--- config.mk ---
export PLATFORM = sky130hd
export DESIGN_NAME = bnn_classifier
export DESIGN_NICKNAME = d
export VERILOG_FILES = /design/src/hw/nn_types_pkg.sv /design/src/hw/nn_weights_pkg.sv /design/src/hw/feature_port.sv /design/src/hw/hidden_layer.sv /design/src/hw/class_scorer.sv /design/src/hw/argmax.sv /design/src/hw/bnn_classifier.sv
export VERILOG_INCLUDE_DIRS = /design/src /design/src/hw
export SDC_FILE = /design/constraint.sdc
export NUM_CORES = 1
export LEC_CHECK = 0
export ABC_AREA = 1
export BUFFER_PORTS_ARGS = -buffer_cell sky130_fd_sc_hd__buf_4
export CORE_UTILIZATION = 55
export DETAILED_ROUTE_END_ITERATION = 10
export HOLD_SLACK_MARGIN = 0.08
export PLACE_DENSITY = 0.74
export SYNTH_ARGS = -nofsm -noshare
export SYNTH_HDL_FRONTEND = slang
export SYNTH_SLANG_ARGS = --single-unit
--- constraint.sdc ---
create_clock -name clk -period 7.5 [get_ports clk]
set_clock_uncertainty 0.1 [all_clocks]
set_input_delay 0.75 -clock clk [delete_from_list [all_inputs] [get_ports clk]]
set_output_delay 0.75 -clock clk [all_outputs]
set_load 0.01 [all_outputs]
--- src/hw/nn_consts.svh ---
`ifndef NN_CONSTS_SVH
`define NN_CONSTS_SVH

//////////////////////////////
// Network sizes
//////////////////////////////

`define NN_FEAT_CNT   12
`define NN_FEAT_BITS  4
`define NN_HIDDEN_CNT 40
`define NN_CLASS_CNT  6

//////////////////////////////
// Derived widths
//////////////////////////////

// A feature sum must hold every lane at its maximum value.
`define NN_SUM_BITS   ($clog2(`NN_FEAT_CNT * ((1 << `NN_FEAT_BITS) - 1) + 1))
`define NN_POP_BITS   ($clog2(`NN_HIDDEN_CNT + 1))
// Two extra bits cover the doubling and the class bias.
`define NN_SCORE_BITS (`NN_POP_BITS + 2)
`define NN_INDEX_BITS ($clog2(`NN_CLASS_CNT))

`endif

--- src/hw/nn_types_pkg.sv ---
`include "nn_consts.svh"

package nn_types_pkg;

    // The same 48 bits are seen as one flat bus at the top level and as
    // twelve lanes in the datapath. Lane 0 is the most significant nibble.
    typedef union packed {
        logic [`NN_FEAT_CNT*`NN_FEAT_BITS-1:0]      flat;
        logic [0:`NN_FEAT_CNT-1][`NN_FEAT_BITS-1:0] lane;
    } feature_word_u;

    // Bit n holds the output of hidden neuron n.
    typedef logic [`NN_HIDDEN_CNT-1:0] hidden_vec_t;

    typedef logic [`NN_SCORE_BITS-1:0] score_t;

    typedef logic [`NN_INDEX_BITS-1:0] class_idx_t;

endpackage

--- src/hw/nn_weights_pkg.sv ---
`include "nn_consts.svh"

package nn_weights_pkg;

    //////////////////////////////
    // Hidden layer
    //////////////////////////////

    // Feature 0 is the leftmost bit of each mask. Entries run from neuron 0 to 39.
    localparam logic [0:`NN_FEAT_CNT-1] hidden_pos_mask [`NN_HIDDEN_CNT] = '{
        12'b0100_0010_1011, 12'b0101_0100_1100, 12'b0000_0000_0000, 12'b0011_0000_0000,
        12'b0001_0011_1000, 12'b0000_0000_0000, 12'b0011_0000_0101, 12'b0110_0010_1001,
        12'b0000_0100_0000, 12'b1100_0100_0101, 12'b0001_0000_1100, 12'b0011_0001_0000,
        12'b0000_1111_0101, 12'b1100_0001_0010, 12'b1010_0011_0010, 12'b0101_0000_0000,
        12'b1001_0000_1000, 12'b1000_0000_1000, 12'b0001_0100_0101, 12'b1000_0110_1011,
        12'b0000_1000_1101, 12'b0000_0011_0000, 12'b0000_0100_0010, 12'b0010_0001_0011,
        12'b0001_0011_0101, 12'b0101_1010_0100, 12'b0010_0010_0010, 12'b0101_0000_0100,
        12'b0000_0101_0000, 12'b1001_1010_0000, 12'b1001_0000_1000, 12'b1101_0000_1000,
        12'b0110_0000_0000, 12'b0100_1011_0000, 12'b0100_1001_0011, 12'b0100_1000_0110,
        12'b0101_0000_0000, 12'b0000_0011_0000, 12'b0000_1000_1000, 12'b1001_0001_0010
    };

    localparam logic [0:`NN_FEAT_CNT-1] hidden_neg_mask [`NN_HIDDEN_CNT] = '{
        12'b1001_1001_0100, 12'b0010_0001_0000, 12'b0000_0000_0000, 12'b1000_1100_0101,
        12'b0000_0000_0111, 12'b0000_0000_0000, 12'b0100_0000_1000, 12'b1001_1101_0100,
        12'b0111_0000_0010, 12'b0011_0011_0010, 12'b0110_1100_0000, 12'b0000_0000_0011,
        12'b1000_0000_0000, 12'b0001_0100_0101, 12'b0001_0000_0000, 12'b1000_0100_0011,
        12'b0000_0000_0111, 12'b0100_0010_0101, 12'b1000_0000_1000, 12'b0111_0001_0000,
        12'b0100_0000_0010, 12'b0001_0000_0100, 12'b0000_1001_1100, 12'b1000_1000_0100,
        12'b0100_0000_1000, 12'b1010_0001_0001, 12'b0101_1001_0000, 12'b0000_1010_0000,
        12'b1000_0000_1101, 12'b0110_0001_0001, 12'b0110_0000_0100, 12'b0000_1111_0000,
        12'b0001_1100_0111, 12'b1011_0100_0001, 12'b1001_0010_0000, 12'b1000_0010_1001,
        12'b1000_1100_0010, 12'b1010_0100_0100, 12'b1000_0000_0001, 12'b0000_1000_1101
    };

    // Neuron 2 is held at 0. Neuron 5 has empty masks and so always fires.
    localparam nn_types_pkg::hidden_vec_t hidden_tie_off = 40'h00_0000_0004;

    //////////////////////////////
    // Class scorers
    //////////////////////////////

    // Neuron 0 is the leftmost bit. A negative mask bit counts a cleared neuron.
    localparam logic [0:`NN_HIDDEN_CNT-1] class_pos_mask [`NN_CLASS_CNT] = '{
        40'b0000_0010_0010_0100_0100_1000_1100_0000_0010_0000,
        40'b0000_0010_0010_1010_0010_1000_1000_0000_0010_0000,
        40'b0100_0010_0010_0000_0110_0000_1101_0000_1000_0000,
        40'b1000_1000_0000_0000_1100_0100_1000_0001_1010_0000,
        40'b0000_0100_1001_1010_0000_0000_0000_0000_1000_0000,
        40'b1001_0000_0001_0100_0100_0000_0011_0000_1000_0001
    };

    localparam logic [0:`NN_HIDDEN_CNT-1] class_neg_mask [`NN_CLASS_CNT] = '{
        40'b0000_0000_0000_0010_1000_0010_0010_1010_1000_1000,
        40'b0000_0100_0001_0000_1000_0010_0000_0101_0101_1000,
        40'b1000_0000_0000_0100_0000_0110_0010_0000_0100_0000,
        40'b0100_0000_0001_0000_0010_0000_0000_0100_0000_0010,
        40'b0000_1000_0000_0000_0010_0000_0100_0101_0001_0010,
        40'b0000_0000_0000_0000_0010_0001_0000_0100_0001_0010
    };

    localparam nn_types_pkg::score_t class_bias [`NN_CLASS_CNT] = '{
        8'd1, 8'd0, 8'd2, 8'd3, 8'd4, 8'd3
    };

endpackage

--- src/hw/feature_port.sv ---
`timescale 1ns/1ps

module feature_port (
    input  logic                        clk,
    input  logic                        rst_n,
    input  logic                        req,
    input  nn_types_pkg::feature_word_u features,
    input  logic                        score_valid,
    input  nn_types_pkg::class_idx_t    best_class,
    output logic                        ack,
    output nn_types_pkg::class_idx_t    prediction,
    output nn_types_pkg::feature_word_u feat_word,
    output logic                        cap_valid
);

    localparam logic [1:0] ST_IDLE = 2'd0;
    localparam logic [1:0] ST_BUSY = 2'd1;
    localparam logic [1:0] ST_HOLD = 2'd2;

    logic [1:0] state;
    logic       capture;

    // A new request is taken only from idle, which is reached once ack has fallen.
    assign capture = (state == ST_IDLE) && req;

    //////////////////////////////
    // Handshake FSM
    //////////////////////////////

    always_ff @(posedge clk or negedge rst_n) begin
        if (!rst_n) begin
            state      <= ST_IDLE;
            ack        <= 1'b0;
            prediction <= '0;
            cap_valid  <= 1'b0;
        end else begin
            cap_valid <= capture;
            case (state)
                ST_IDLE: begin
                    if (req) begin
                        state <= ST_BUSY;
                    end
                end
                ST_BUSY: begin
                    // The result arrives with the registered scores.
                    if (score_valid) begin
                        prediction <= best_class;
                        ack        <= 1'b1;
                        state      <= ST_HOLD;
                    end
                end
                ST_HOLD: begin
                    if (!req) begin
                        ack   <= 1'b0;
                        state <= ST_IDLE;
                    end
                end
                default: state <= ST_IDLE;
            endcase
        end
    end

    always_ff @(posedge clk) begin
        if (capture) begin
            feat_word <= features;
        end
    end

endmodule

--- src/hw/hidden_layer.sv ---
`timescale 1ns/1ps
`include "nn_consts.svh"

module hidden_layer (
    input  logic                        clk,
    input  logic                        rst_n,
    input  nn_types_pkg::feature_word_u feat_word,
    input  logic                        cap_valid,
    output nn_types_pkg::hidden_vec_t   hidden_vec,
    output logic                        hid_valid
);

    import nn_weights_pkg::*;

    logic [`NN_HIDDEN_CNT-1:0] hidden_next;

    // Each neuron compares the sum of its positive lanes against its negative lanes.
    always_comb begin
        logic [`NN_SUM_BITS-1:0] pos_sum;
        logic [`NN_SUM_BITS-1:0] neg_sum;
        for (int n = 0; n < `NN_HIDDEN_CNT; n++) begin
            pos_sum = '0;
            neg_sum = '0;
            for (int f = 0; f < `NN_FEAT_CNT; f++) begin
                if (hidden_pos_mask[n][f]) begin
                    pos_sum = pos_sum + (`NN_SUM_BITS)'(feat_word.lane[f]);
                end
                if (hidden_neg_mask[n][f]) begin
                    neg_sum = neg_sum + (`NN_SUM_BITS)'(feat_word.lane[f]);
                end
            end
            hidden_next[n] = (pos_sum >= neg_sum) && !hidden_tie_off[n];
        end
    end

    always_ff @(posedge clk or negedge rst_n) begin
        if (!rst_n) begin
            hid_valid <= 1'b0;
        end else begin
            hid_valid <= cap_valid;
        end
    end

    always_ff @(posedge clk) begin
        if (cap_valid) begin
            hidden_vec <= hidden_next;
        end
    end

endmodule

--- src/hw/class_scorer.sv ---
`timescale 1ns/1ps
`include "nn_consts.svh"

module class_scorer (
    input  logic                      clk,
    input  logic                      rst_n,
    input  nn_types_pkg::hidden_vec_t hidden_vec,
    input  logic                      hid_valid,
    output nn_types_pkg::score_t      scores [`NN_CLASS_CNT],
    output logic                      score_valid
);

    import nn_types_pkg::*;
    import nn_weights_pkg::*;

    score_t score_next [`NN_CLASS_CNT];

    // A class gains one point per agreeing hidden bit, set or clear.
    always_comb begin
        logic [`NN_POP_BITS-1:0] pop;
        for (int c = 0; c < `NN_CLASS_CNT; c++) begin
            pop = '0;
            for (int h = 0; h < `NN_HIDDEN_CNT; h++) begin
                if (class_pos_mask[c][h] && hidden_vec[h]) begin
                    pop = pop + 1'b1;
                end
                if (class_neg_mask[c][h] && !hidden_vec[h]) begin
                    pop = pop + 1'b1;
                end
            end
            score_next[c] = (score_t'(pop) << 1) + class_bias[c];
        end
    end

    always_ff @(posedge clk or negedge rst_n) begin
        if (!rst_n) begin
            score_valid <= 1'b0;
        end else begin
            score_valid <= hid_valid;
        end
    end

    always_ff @(posedge clk) begin
        if (hid_valid) begin
            scores <= score_next;
        end
    end

endmodule

--- src/hw/argmax.sv ---
`timescale 1ns/1ps
`include "nn_consts.svh"

module argmax (
    input  nn_types_pkg::score_t     scores [`NN_CLASS_CNT],
    output nn_types_pkg::class_idx_t best_class
);

    import nn_types_pkg::*;

    //////////////////////////////
    // Linear scan
    //////////////////////////////

    // Only a strictly greater score takes over, so ties go to the lowest index.
    always_comb begin
        score_t best_score;
        best_score = scores[0];
        best_class = '0;
        for (int c = 1; c < `NN_CLASS_CNT; c++) begin
            if (scores[c] > best_score) begin
                best_score = scores[c];
                best_class = class_idx_t'(c);
            end
        end
    end

endmodule

--- src/hw/bnn_classifier.sv ---
`timescale 1ns/1ps
`include "nn_consts.svh"

module bnn_classifier (
    input  logic                                  clk,
    input  logic                                  rst_n,
    input  logic                                  req,
    input  logic [`NN_FEAT_CNT*`NN_FEAT_BITS-1:0] features,
    output logic                                  ack,
    output nn_types_pkg::class_idx_t              prediction
);

    import nn_types_pkg::*;

    feature_word_u feat_in;
    feature_word_u feat_word;
    logic          cap_valid;
    hidden_vec_t   hidden_vec;
    logic          hid_valid;
    score_t        scores [`NN_CLASS_CNT];
    logic          score_valid;
    class_idx_t    best_class;

    // The port carries the flat view. The stages read the lane view.
    assign feat_in.flat = features;

    feature_port feature_port_inst (
        .clk         (clk),
        .rst_n       (rst_n),
        .req         (req),
        .features    (feat_in),
        .score_valid (score_valid),
        .best_class  (best_class),
        .ack         (ack),
        .prediction  (prediction),
        .feat_word   (feat_word),
        .cap_valid   (cap_valid)
    );

    hidden_layer hidden_layer_inst (
        .clk        (clk),
        .rst_n      (rst_n),
        .feat_word  (feat_word),
        .cap_valid  (cap_valid),
        .hidden_vec (hidden_vec),
        .hid_valid  (hid_valid)
    );

    class_scorer class_scorer_inst (
        .clk         (clk),
        .rst_n       (rst_n),
        .hidden_vec  (hidden_vec),
        .hid_valid   (hid_valid),
        .scores      (scores),
        .score_valid (score_valid)
    );

    argmax argmax_inst (
        .scores     (scores),
        .best_class (best_class)
    );

endmodule

==> impl_metrics.tcl <==
set metrics [dict create \
    die_w_um 242.8 \
    grt_pass1_vias 27680 \
    endpoint_kind "flop" \
    drive_gt1_frac 0.1547 \
    fillers 4923 \
    overflow 0 \
    hold_viol 0 \
    min_period_ns 7.285 \
    max_slew_margin 0.2168 \
    drt.antenna.violating_nets 0 \
    syn_inst 4277 \
    via_count 28470 \
    setup_viol 0 \
    fin_setup_tns_ns 0 \
    cts_max_level 4 \
    dr.pass1.iters 8 \
    antenna_found_initial 5 \
    drt_iter0_drc 1488 \
    fin_nets 5394 \
    yosysWarningCount 0 \
    grt_pass1_wl_um 136800 \
    antennaDiodeCount 0 \
    cts_tree "yes" \
    synth_edf_count 121 \
    die_area_um2 58960 \
    cts-root-buf "clkbuf_16" \
    cp.required_ns 7.64 \
    critPathSlowestCell "edfxtp_1" \
    crit_arrival_ns 7.43 \
    cp-start-kind "flop" \
    rows 87 \
    cap_viol_max_count 0 \
    place_hpwl_um 67780 \
    cpMostUsedCell "buf_4" \
    port_buffers 54 \
    syn_area_um2 31900 \
    cts.clk_slew.worst_paths_ns 0.08 \
    drv_slew 0 \
    synth_seq_cells 130 \
    async_reset_ff_frac 0.06923 \
    crit_type "flop to flop" \
    synth_area_per_cell_um2 7.458 \
    syn_nets 5152 \
    timing.fmax_mhz 137.3 \
    cts_max_path_buffers 2 \
    final_common_cell "inv_1" \
    grtUsageTotal 0.2948 \
    ys.flop_type "edfxtp_1" \
    numCtsBuffers 17 \
    max_stage_delay_ns 0.44 \
    cp_max_fo 4 \
    status "completed" \
    ios 55 \
    via_per_inst 5.384 \
    routed_wl_um 86550 \
    ys_types 64 \
    gp_congestion 0.9337 \
    wl_per_cell_um 16.37 \
    ys_seq_area_frac 0.1210 \
    fin_crit_sh 0.9713 \
    drc_errors 0 \
    worst_pin_slew_ns 1.175 \
    clkLatencyLatePin_ns 0.49 \
    chipHeight_um 242.8 \
    synthToLayoutAreaGrowth_pct 13.67 \
    grt_max_degree 51 \
    core_area_um2 56820 \
    final_cell_mix "inv_1, nand2_1, ha_1" \
    min_path_type "flop to flop" \
    start_util 0.5614 \
    clkSinkCount 130 \
]
[cells in the mapped netlist (9+ instances only)]
cell type,count,area share
a211oi_1,14,0.0033
a21boi_0,21,0.0049
a21oi_1,153,0.024
a31oi_1,24,0.0047
buf_2,10,0.0016
dfrtp_1,9,0.0071
edfxtp_1,121,0.11
fa_1,212,0.13
ha_1,612,0.24
inv_1,880,0.10
inv_2,25,0.0029
nand2_1,944,0.11
nand2_2,95,0.019
nand3_1,325,0.051
nand3_2,47,0.015
nand3b_1,46,0.011
nand4_1,26,0.0051
nor2_1,162,0.019
nor2_2,19,0.0037
nor3_1,12,0.0019
o21a_1,69,0.016
o21ai_0,101,0.016
o21ai_1,15,0.0024
o21bai_1,26,0.0061
or2_2,15,0.0029
xnor2_1,86,0.024
xor2_1,112,0.031
[sequential cells by signal (all words and copies together), names as in the netlist]
| name | count |
|---|---|
| feature_port_inst.feat_word | 48 |
| class_scorer_inst.scores | 40 |
| hidden_layer_inst.hidden_vec | 33 |
| feature_port_inst.prediction | 3 |
| feature_port_inst.state | 2 |
| class_scorer_inst.score_valid | 1 |
| feature_port_inst.ack | 1 |
| feature_port_inst.cap_valid | 1 |
| hidden_layer_inst.hid_valid | 1 |
[repair_timing]
action,CTS,global route
hold endpoints to repair,9,0
pin swaps,36,109
cloned,0,1
endpoints found under the setup margin,15,36
hold buffers,1,0
gates resized for setup,26,218
buffers inserted,45,33
[metal layers]
metal	track usage	routed length [um]	up-vias
met3	0.04987	4956	259
li1	-	-	14250
met4	0.1533	4977	8
met2	0.5250	41950	732
met5	0	60	-
met1	0.3369	34610	13220
[critical path, delay by kind of cell, from the launching register on]
kind / cells / cell delay [ns]
simple gates: 31 / 2.46
flops: 1 / 0.44
buf+inv: 28 / 3.08
fa+ha+maj: 4 / 0.91
[path summary, 6_finish.rpt]
| kind | slack (ns) | endpoint | cells past startpoint | from |
|---|---|---|---|---|
| min in group asynchronous | 0.51 | hidden_layer_inst.hid_valid$_DFF_PN0_ | 2 | rst_n |
| min | 0.26 | hidden_layer_inst.hid_valid$_DFF_PN0_ | 0 | feature_port_inst.cap_valid$_DFF_PN0_ |
| max | 0.22 | class_scorer_inst.scores[38]$_DFFE_PP_ | 63 | hidden_layer_inst.hidden_vec[10]$_DFFE_PP_ |
| max reg2reg | 0.22 | class_scorer_inst.scores[38]$_DFFE_PP_ | 63 | hidden_layer_inst.hidden_vec[10]$_DFFE_PP_ |
| min reg2reg | 0.26 | hidden_layer_inst.hid_valid$_DFF_PN0_ | 0 | feature_port_inst.cap_valid$_DFF_PN0_ |
| max in group asynchronous | 6.65 | class_scorer_inst.score_valid$_DFF_PN0_ | 2 | rst_n |
[final cells by class]
cell class              instances  area (um^2)  share of cell area
well taps                     756        945.9             0.02609
inverters                     911         3432             0.09465
flip-flops and latches        130         3859              0.1064
clock buffers                  17        425.4             0.01173
multi-input cells            3211        25550              0.7045
clock inverters                15        171.4            0.004728
repair buffers                248         1879             0.05183
[per-stage QoR]
step / setup slack (ns) / hold WS (ns) / instance area (um^2) / utilization / cells
floorplan: -0.0006000 / 0.3544 / 31930 / - / 4277
global placement: -0.2077 / 0.2580 / 34010 / 0.5985 / 5179
detailed placement: -0.3592 / 0.2597 / 34010 / 0.5985 / 5179
CTS: 0.009621 / 0.2661 / 35050 / 0.6168 / 5257
global route: -0.1414 / 0.2761 / 36260 / 0.6381 / 5288
finish: 0.2151 / 0.2610 / 36260 / 0.6381 / 5288
[cells by family after synthesis]
group	count (synthesis)	synth area share
AOI/OAI and AO/OA	456	0.08590
xor gates and xnor gates	201	0.05590
buffers and inverters	937	0.1126
adders and majority gates	824	0.3731
muxes	1	0.0003138
DFF	130	0.1210
and+or+nand+nor	1728	0.2512
Power is left out: the tool's default activity adds up to more than one toggle a clock period on the data nets, which glitch-free logic cannot reach.
